==> src/source/uart_pkg.sv <==
package uart_pkg;

	localparam int BAUD_DIV_W = 8;

	// host data byte
	typedef logic [7:0] byte_t;

	// bit period minus one
	typedef logic [BAUD_DIV_W-1:0] baud_div_t;

	// parity error flag above the received byte
	typedef logic [8:0] rx_word_t;

	localparam logic LINE_IDLE = 1'b1;

	// framer shift register idles at line level
	localparam logic [8:0] TX_SREG_RST = {9{LINE_IDLE}};

	// synchronizer starts at idle so no false start edge
	localparam logic [2:0] RX_SYNC_RST = {3{LINE_IDLE}};

endpackage
==> src/source/uart_top.sv <==
`timescale 1ns/1ns

module uart_top #(
	parameter int FIFO_ADDR_W = 4
) (
	input  logic                clk,
	input  logic                rst,
	input  logic                i_wr,
	input  uart_pkg::byte_t     i_tx_data,
	input  logic                i_rd,
	input  logic                i_clr,
	input  logic                i_parity_en,
	input  logic                i_odd,
	input  logic                i_size8,
	input  logic                i_stop2,
	input  uart_pkg::baud_div_t i_baud_div,
	input  logic                i_rx_serial,
	output logic                o_tx_serial,
	output logic                o_tx_full,
	output logic                o_rx_exist,
	output uart_pkg::byte_t     o_rx_data,
	output logic                o_rx_perr
);

	import uart_pkg::*;

	byte_t    tx_head;
	logic     tx_empty;
	logic     tx_pop;
	logic     rx_push;
	rx_word_t rx_word;
	rx_word_t rx_head;
	logic     rx_empty;

	sync_fifo #(
		.FIFO_ADDR_W(FIFO_ADDR_W),
		.DATA_W     ($bits(byte_t))
	) u_tx_fifo (
		.clk    (clk),
		.rst    (rst),
		.i_wr   (i_wr),
		.i_rd   (tx_pop),
		.i_clr  (i_clr),
		.i_data (i_tx_data),
		.o_data (tx_head),
		.o_full (o_tx_full),
		.o_empty(tx_empty)
	);

	uart_tx_framer u_tx_framer (
		.clk         (clk),
		.rst         (rst),
		.i_fifo_empty(tx_empty),
		.i_fifo_data (tx_head),
		.i_parity_en (i_parity_en),
		.i_odd       (i_odd),
		.i_size8     (i_size8),
		.i_stop2     (i_stop2),
		.i_baud_div  (i_baud_div),
		.o_fifo_pop  (tx_pop),
		.o_tx_serial (o_tx_serial)
	);

	uart_rx_sampler u_rx_sampler (
		.clk        (clk),
		.rst        (rst),
		.i_rx_serial(i_rx_serial),
		.i_parity_en(i_parity_en),
		.i_odd      (i_odd),
		.i_size8    (i_size8),
		.i_baud_div (i_baud_div),
		.o_push     (rx_push),
		.o_word     (rx_word)
	);

	// pushes into a full FIFO are lost
	sync_fifo #(
		.FIFO_ADDR_W(FIFO_ADDR_W),
		.DATA_W     ($bits(rx_word_t))
	) u_rx_fifo (
		.clk    (clk),
		.rst    (rst),
		.i_wr   (rx_push),
		.i_rd   (i_rd),
		.i_clr  (i_clr),
		.i_data (rx_word),
		.o_data (rx_head),
		.o_full (),
		.o_empty(rx_empty)
	);

	assign o_rx_exist = ~rx_empty;
	assign o_rx_perr  = rx_head[8];
	assign o_rx_data  = rx_head[7:0];

endmodule

==> src/source/uart_rx_sampler.sv <==
`timescale 1ns/1ns

module uart_rx_sampler (
	input  logic                clk,
	input  logic                rst,
	input  logic                i_rx_serial,
	input  logic                i_parity_en,
	input  logic                i_odd,
	input  logic                i_size8,
	input  uart_pkg::baud_div_t i_baud_div,
	output logic                o_push,
	output uart_pkg::rx_word_t  o_word
);

	import uart_pkg::*;

	logic [2:0] rx_sync;    // [1] is the synchronized line
	baud_div_t  div_cnt;
	logic [3:0] rcv_cnt;    // samples left, zero when idle
	logic [8:0] rx_shift;
	logic       par_acc;
	logic       last_d;
	logic       rx_bit;
	logic       fall_edge;
	logic       rcv_idle;
	logic       rcv_last;
	logic       div_zero;
	logic [1:0] data_w;     // extra bits above 7
	logic [3:0] sample_cnt;
	logic       perr;
	byte_t      rx_byte;

	assign rx_bit    = rx_sync[1];
	assign fall_edge = rx_sync[2] & ~rx_sync[1];
	assign rcv_idle  = (rcv_cnt == 4'd0);
	assign rcv_last  = (rcv_cnt == 4'd1); // only the stop bit is left
	assign div_zero  = (div_cnt == '0);

	assign data_w     = {1'b0, i_parity_en} + {1'b0, i_size8};
	assign sample_cnt = 4'd9 + {3'd0, i_parity_en} + {3'd0, i_size8};

	always_ff @(posedge clk or negedge rst) begin
		if (!rst) begin
			rx_sync <= RX_SYNC_RST;
			last_d  <= 1'b0;
		end else begin
			rx_sync <= {rx_sync[1:0], i_rx_serial};
			last_d  <= rcv_last;
		end
	end

	always_ff @(posedge clk or negedge rst) begin
		if (!rst) begin
			div_cnt <= '0;
			rcv_cnt <= '0;
			par_acc <= 1'b0;
		end else if (rcv_idle) begin
			if (fall_edge) begin
				div_cnt <= i_baud_div >> 1; // aim at mid-bit
				rcv_cnt <= sample_cnt;
				par_acc <= 1'b0;
			end
		end else if (div_zero) begin
			div_cnt <= i_baud_div;
			rcv_cnt <= rcv_cnt - 4'd1;
			par_acc <= par_acc ^ rx_bit;
		end else begin
			div_cnt <= div_cnt - 1'b1;
		end
	end

	// shift window narrows with the data size and parity
	always_ff @(posedge clk) begin
		if (!rcv_idle && div_zero) begin
			rx_shift <= {rx_bit,
				(data_w == 2'd1) ? rx_bit : rx_shift[8],
				(data_w == 2'd0) ? rx_bit : rx_shift[7],
				rx_shift[6:1]};
		end
	end

	assign rx_byte = {i_size8 ? rx_shift[7] : 1'b0, rx_shift[6:0]};
	assign perr    = i_parity_en & (i_odd ^ par_acc);

	assign o_push = rcv_last & ~last_d;
	assign o_word = {perr, rx_byte};

	a_push_single: assert property (
		@(posedge clk) disable iff (!rst) o_push |=> !o_push
	);

endmodule

==> src/source/uart_tx_framer.sv <==
`timescale 1ns/1ns

module uart_tx_framer (
	input  logic                clk,
	input  logic                rst,
	input  logic                i_fifo_empty,
	input  uart_pkg::byte_t     i_fifo_data,
	input  logic                i_parity_en,
	input  logic                i_odd,
	input  logic                i_size8,
	input  logic                i_stop2,
	input  uart_pkg::baud_div_t i_baud_div,
	output logic                o_fifo_pop,
	output logic                o_tx_serial
);

	import uart_pkg::*;

	baud_div_t  div_cnt;    // bit timer, counts down
	logic [3:0] bits_left;  // line bits still to shift out
	logic [8:0] tx_sreg;
	logic       par_acc;    // xor of data bits sent so far
	logic       tx_active;
	logic       timer_zero;
	logic       par_slot;
	logic       next_bit;
	logic [3:0] frame_len;

	assign tx_active  = (bits_left != 4'd0);
	assign timer_zero = (div_cnt == '0);

	// bit wraps after the start bit
	assign frame_len = 4'd8 + {3'd0, i_parity_en} + {3'd0, i_size8} + {3'd0, i_stop2};

	// parity goes out right before the stop bits
	assign par_slot = i_parity_en & (bits_left == (4'd2 + {3'd0, i_stop2}));
	assign next_bit = par_slot ? (i_odd ^ par_acc) : tx_sreg[1];

	assign o_fifo_pop  = ~i_fifo_empty & ~tx_active & timer_zero;
	assign o_tx_serial = tx_sreg[0];

	always_ff @(posedge clk or negedge rst) begin
		if (!rst) begin
			div_cnt   <= '0;
			bits_left <= '0;
			tx_sreg   <= TX_SREG_RST;
			par_acc   <= 1'b0;
		end else if (o_fifo_pop) begin
			div_cnt   <= i_baud_div;
			bits_left <= frame_len;
			par_acc   <= 1'b0;
			// stop level fills bit 7 in 7-bit mode
			tx_sreg   <= {i_size8 ? i_fifo_data[7] : LINE_IDLE, i_fifo_data[6:0], ~LINE_IDLE};
		end else if (tx_active || !timer_zero) begin
			if (timer_zero) begin
				div_cnt   <= i_baud_div;
				bits_left <= bits_left - 4'd1;
				par_acc   <= par_acc ^ tx_sreg[1];
				tx_sreg   <= {LINE_IDLE, tx_sreg[8:2], next_bit};
			end else begin
				div_cnt <= div_cnt - 1'b1;
			end
		end
	end

	// all frame bits shifted out leaves the line at idle level
	a_idle_line_high: assert property (
		@(posedge clk) disable iff (!rst) !tx_active |-> o_tx_serial
	);

endmodule

==> src/source/sync_fifo.sv <==
`timescale 1ns/1ns

module sync_fifo #(
	parameter int FIFO_ADDR_W = 4,
	parameter int DATA_W      = 8
) (
	input  logic              clk,
	input  logic              rst,
	input  logic              i_wr,
	input  logic              i_rd,
	input  logic              i_clr,
	input  logic [DATA_W-1:0] i_data,
	output logic [DATA_W-1:0] o_data,
	output logic              o_full,
	output logic              o_empty
);

	localparam int DEPTH = 2 ** FIFO_ADDR_W;

	logic [DATA_W-1:0]    mem [DEPTH];
	logic [FIFO_ADDR_W:0] wr_ptr;      // one extra bit for wrap
	logic [FIFO_ADDR_W:0] rd_ptr;
	logic [FIFO_ADDR_W:0] level;
	logic                 empty_now;
	logic                 empty_d;     // covers registered read latency
	logic                 do_wr;
	logic                 do_rd;

	assign level     = wr_ptr - rd_ptr;
	assign empty_now = (level == '0);
	assign o_empty   = empty_now | empty_d;
	assign o_full    = level[FIFO_ADDR_W];
	assign do_wr     = i_wr & ~o_full;
	assign do_rd     = i_rd & ~o_empty;

	always_ff @(posedge clk or negedge rst) begin
		if (!rst) begin
			wr_ptr  <= '0;
			rd_ptr  <= '0;
			empty_d <= 1'b1;
		end else begin
			empty_d <= empty_now;
			if (i_clr) begin
				wr_ptr <= '0;
				rd_ptr <= '0;
			end else begin
				if (do_wr) begin
					wr_ptr <= wr_ptr + 1'b1;
				end
				if (do_rd) begin
					rd_ptr <= rd_ptr + 1'b1;
				end
			end
		end
	end

	always_ff @(posedge clk) begin
		if (do_wr && !i_clr) begin
			mem[wr_ptr[FIFO_ADDR_W-1:0]] <= i_data;
		end
		o_data <= mem[rd_ptr[FIFO_ADDR_W-1:0]]; // head entry
	end

	a_level_in_range: assert property (
		@(posedge clk) disable iff (!rst) level <= DEPTH
	);

	a_not_full_and_empty: assert property (
		@(posedge clk) disable iff (!rst) !(o_full && o_empty)
	);

endmodule

==> config.mk <==
export PLATFORM = sky130hd
export DESIGN_NAME = uart_top
export DESIGN_NICKNAME = d
export VERILOG_FILES = /design/src/source/uart_pkg.sv /design/src/source/uart_top.sv /design/src/source/uart_rx_sampler.sv /design/src/source/uart_tx_framer.sv /design/src/source/sync_fifo.sv
export SDC_FILE = /design/constraint.sdc
export NUM_CORES = 1
export LEC_CHECK = 0
export BUFFER_PORTS_ARGS = -buffer_cell sky130_fd_sc_hd__buf_2
export CORE_MARGIN = 2
export CORE_UTILIZATION = 55
export CTS_CLUSTER_DIAMETER = 80
export DETAILED_ROUTE_END_ITERATION = 8
export PLACE_DENSITY_LB_ADDON = 0.15
export SYNTH_ARGS = -nofsm -noshare
export SYNTH_HDL_FRONTEND = slang
export SYNTH_SLANG_ARGS = --single-unit
==> constraint.sdc <==
create_clock -name clk -period 4.1 [get_ports clk]
set_input_delay 0.205 -clock clk [delete_from_list [all_inputs] [get_ports clk]]
set_output_delay 0.205 -clock clk [all_outputs]
set_load 0.01 [all_outputs]
==> flow_metrics.py <==
metrics = {
    "outcome": {
        "status": "completed",
    },
    "setup_path": {
        "critPathLaunchType": "register",
        "rrSetupSlack_ps": 440,
        "critical_path_buf_inv_count": 2,
        "slowest_stage": "or4b_1",
        "arrival_ps": 3820,
        "slowest_delay_ps": 770,
        "critPathCaptureType": "register",
        "path_class": "reg2reg",
        "critical-path-top-delay-family": "simple AND/OR/NAND/NOR gates",
        "worstPathRequired_ps": 4260,
        "path_cells": "inv_1 -> ha_1 -> inv_1 -> fa_1 -> nand3_1 -> a21boi_0 -> or4b_1 -> nor4_1 -> and2_1",
        "worst-path-max-fanout": 12,
        "crit_top_cell": "inv_1",
    },
    "yosys": {
        "synth_largest_area_cell": "edfxtp_1",
        "seq_area_frac_synth": 0.6956,
        "yosys.area.top_type_share": 0.5686,
        "synthesis.instances": 860,
        "ys_warn_count": 0,
        "yosys_most_used_dff": "edfxtp_1",
        "ys_ff_latch": 359,
        "synth_area_leaders": "edfxtp_1 (57%), mux4_2 (13%), dfrtp_1 (7.9%)",
        "synthArstFlopShare": 0.1699,
        "synthDistinctLibCells": 65,
        "syn_nets": 915,
        "synth_area_per_cell_sq_um": 17.26,
        "synth_edf_count": 281,
        "synth.cell_area_sq_um": 14840,
    },
    "place": {
        "post-place-cells": 1217,
        "dpl.hpwl_mm": 19.61,
        "port_buffers": 37,
        "place_congestion": 0.8429,
        "place_ws_ps": 424.6,
        "placed_area_sq_um": 15440,
    },
    "sta": {
        "hold_slack_ps": 26.91,
        "rsz0062_at_grt": "no",
        "setup_tns_ps": 0,
        "setup_viol": 0,
        "timing.final.ws_setup_ps": 441.1,
        "tightestPinTransition_ps": 1166,
        "skew_ps": 12.79,
        "final-hold-violation-count": 0,
        "slew_viol_final": 0,
        "fmax_mhz": 273.3,
        "period_needed_ps": 3659,
        "timing.final.crit_share": 0.8924,
        "slew_headroom": 0.2213,
    },
    "final_layout": {
        "final_common_cell": "edfxtp_1",
        "final_cell_mix": "edfxtp_1 (281), mux4_2 (85), nor2_1 (67), dfrtp_1 (45), clkbuf_16 (39)",
        "antennaDiodeCount": 0,
        "fill_cells": 1924,
        "regArea_sq_um": 10320,
        "design_area_sq_um": 16650,
        "drive_above_1_share": 0.2400,
        "fin_util": 0.6230,
        "multiInputGateArea_sq_um": 4287,
        "syn_to_final_growth_pct": 12.19,
        "nets": 974,
        "fin_cells": 1287,
    },
    "die": {
        "die_h_um": 168.3,
        "num_rows": 60,
        "die_area_sq_um": 28310,
        "ios": 38,
        "die_w_um": 168.3,
        "fp.coreArea_sq_um": 26730,
        "start_util": 0.5553,
    },
    "clocking": {
        "cts_tree": "built",
        "cts.sinks": 359,
        "cts_root_buf": "clkbuf_16",
        "clk_latency_ps": 520,
        "postCtsSetupBuffers": 0,
        "numCtsBuffers": 37,
        "htreeDepth": 2,
        "cts.clk_slew.worst_paths_ps": 60,
        "cts_max_path_buffers": 3,
    },
    "power_and_ir_drop": {
        "p_sw_frac": 0.2278,
        "p_per_area_nw_per_um2": 482.8,
        "clkPwrFrac": 0.399,
        "cellLeakagePower_nw": 5.647,
        "pwr-share-comb": 0.081,
        "power_switching_mw": 1.831,
        "power_frac_seq": 0.519,
        "p_int_mw": 6.208,
        "power.total_mw": 8.039,
        "worst_ir_drop_vdd_mv": 0.4353,
    },
    "route": {
        "viasPerCell": 6.039,
        "drc_errors": 0,
        "first_iter_violations": 655,
        "wire_per_inst_um": 23.28,
        "postRouteAntennaNets": 0,
        "drt-total-wl_mm": 29.97,
        "dr_total_vias": 7772,
        "first_pass_iters": 5,
    },
    "flow_run": {
        "maxCapViolCount": 0,
    },
    "global_routing": {
        "grt_pass1_vias": 7969,
        "grt_max_degree": 62,
        "grt_usage": 0.2164,
        "grt_pass1_wl_mm": 46.13,
        "grt_overflow": 0,
        "antenna_found_initial": 0,
    },
    "min_path": {
        "hp-class": "in2reg",
    },
}
==> registers in the layout, indices dropped and copies added, names as in the netlist, 8 cells and up <==
signal,flops
u_tx_fifo.o_data,8
u_tx_fifo.mem,128
u_rx_sampler.rx_shift,9
u_rx_fifo.o_data,9
u_tx_framer.tx_sreg,9
u_rx_sampler.div_cnt,8
u_tx_framer.div_cnt,8
u_rx_fifo.mem,144
==> routing by layer <==
layer,vias to the layer above,GRT usage,wire (um)
li1,3496,-,-
met1,4006,0.2944,12680
met4,0,0.06822,711
met2,222,0.3671,15230
met5,-,0,0
met3,48,0.03103,1339
==> cell usage after synthesis, types with 7 or more instances <==
master,instances
mux4_2,85
dfstp_2,14
nor3_1,8
a21oi_1,26
mux2_2,7
nand3_1,9
nor4_1,7
ha_1,27
nand2_1,38
clkbuf_1,28
o21ai_0,20
edfxtp_1,281
xnor2_1,14
nor2b_1,8
dfxtp_1,17
and2_1,19
xor2_1,7
dfrtp_1,47
o22a_1,8
nor2_1,67
inv_1,26
mux2i_1,12
==> kinds of logic (layout without fill, tap and decap cells) <==
family,after synthesis,after routing,share of synthesized area
and+or+nand+nor,186,186,0.06231
AOI/OAI and AO/OA,98,98,0.04544
xor gates and xnor gates,21,21,0.01239
muxes,104,104,0.1424
adders and majority gates,29,29,0.02546
buffers and inverters,63,149,0.01644
DFF,359,359,0.6956
==> area by class of cell <==
cell class                      count  area share
Clock buffer                       48     0.06185
Inverter                           26    0.005862
Clock inverter                     18    0.008341
Sequential cell                   359      0.6201
Multi-Input combinational cell    438      0.2575
Tap cell                          341     0.02563
Timing Repair Buffer               57     0.02074
==> power by group through the flow <==
stage / Clock, mW / Sequential, mW / Combinational [mW]
after floorplan: 0 / 4.22 / 0.466
after global placement: 0 / 4.24 / 0.603
after detailed placement: 0 / 4.25 / 0.645
after CTS: 3.28 / 4.18 / 0.649
after global routing: 3.41 / 4.19 / 0.724
final: 3.21 / 4.18 / 0.653
==> worst paths after layout <==
kind,start,endpoint,cells after the start
setup / recovery,u_rx_fifo.wr_ptr[0],u_rx_fifo.mem[0][3],9
hold / removal,i_baud_div[5],u_rx_sampler.div_cnt[5],3
setup reg to reg,u_rx_fifo.wr_ptr[0],u_rx_fifo.mem[0][3],9
hold reg to reg,u_rx_sampler.rx_sync[0],u_rx_sampler.rx_sync[1],0
max in group asynchronous,rst,u_tx_fifo.rd_ptr[0],3
min in group asynchronous,rst,u_rx_sampler.div_cnt[3],3
==> worst min-delay path, cell delays in order <==
cell and delay, ps:
buf_2 120, o211ai_1 100, o21ai_0 70
==> what timing repair did <==
item / CTS / global route
setup endpoints to repair: 0 / 0
hold endpoints to repair: 50 / 0
hold buffers: 4 / 0
gates resized for setup: 0 / 0
(Power assumes the default switching activity.)
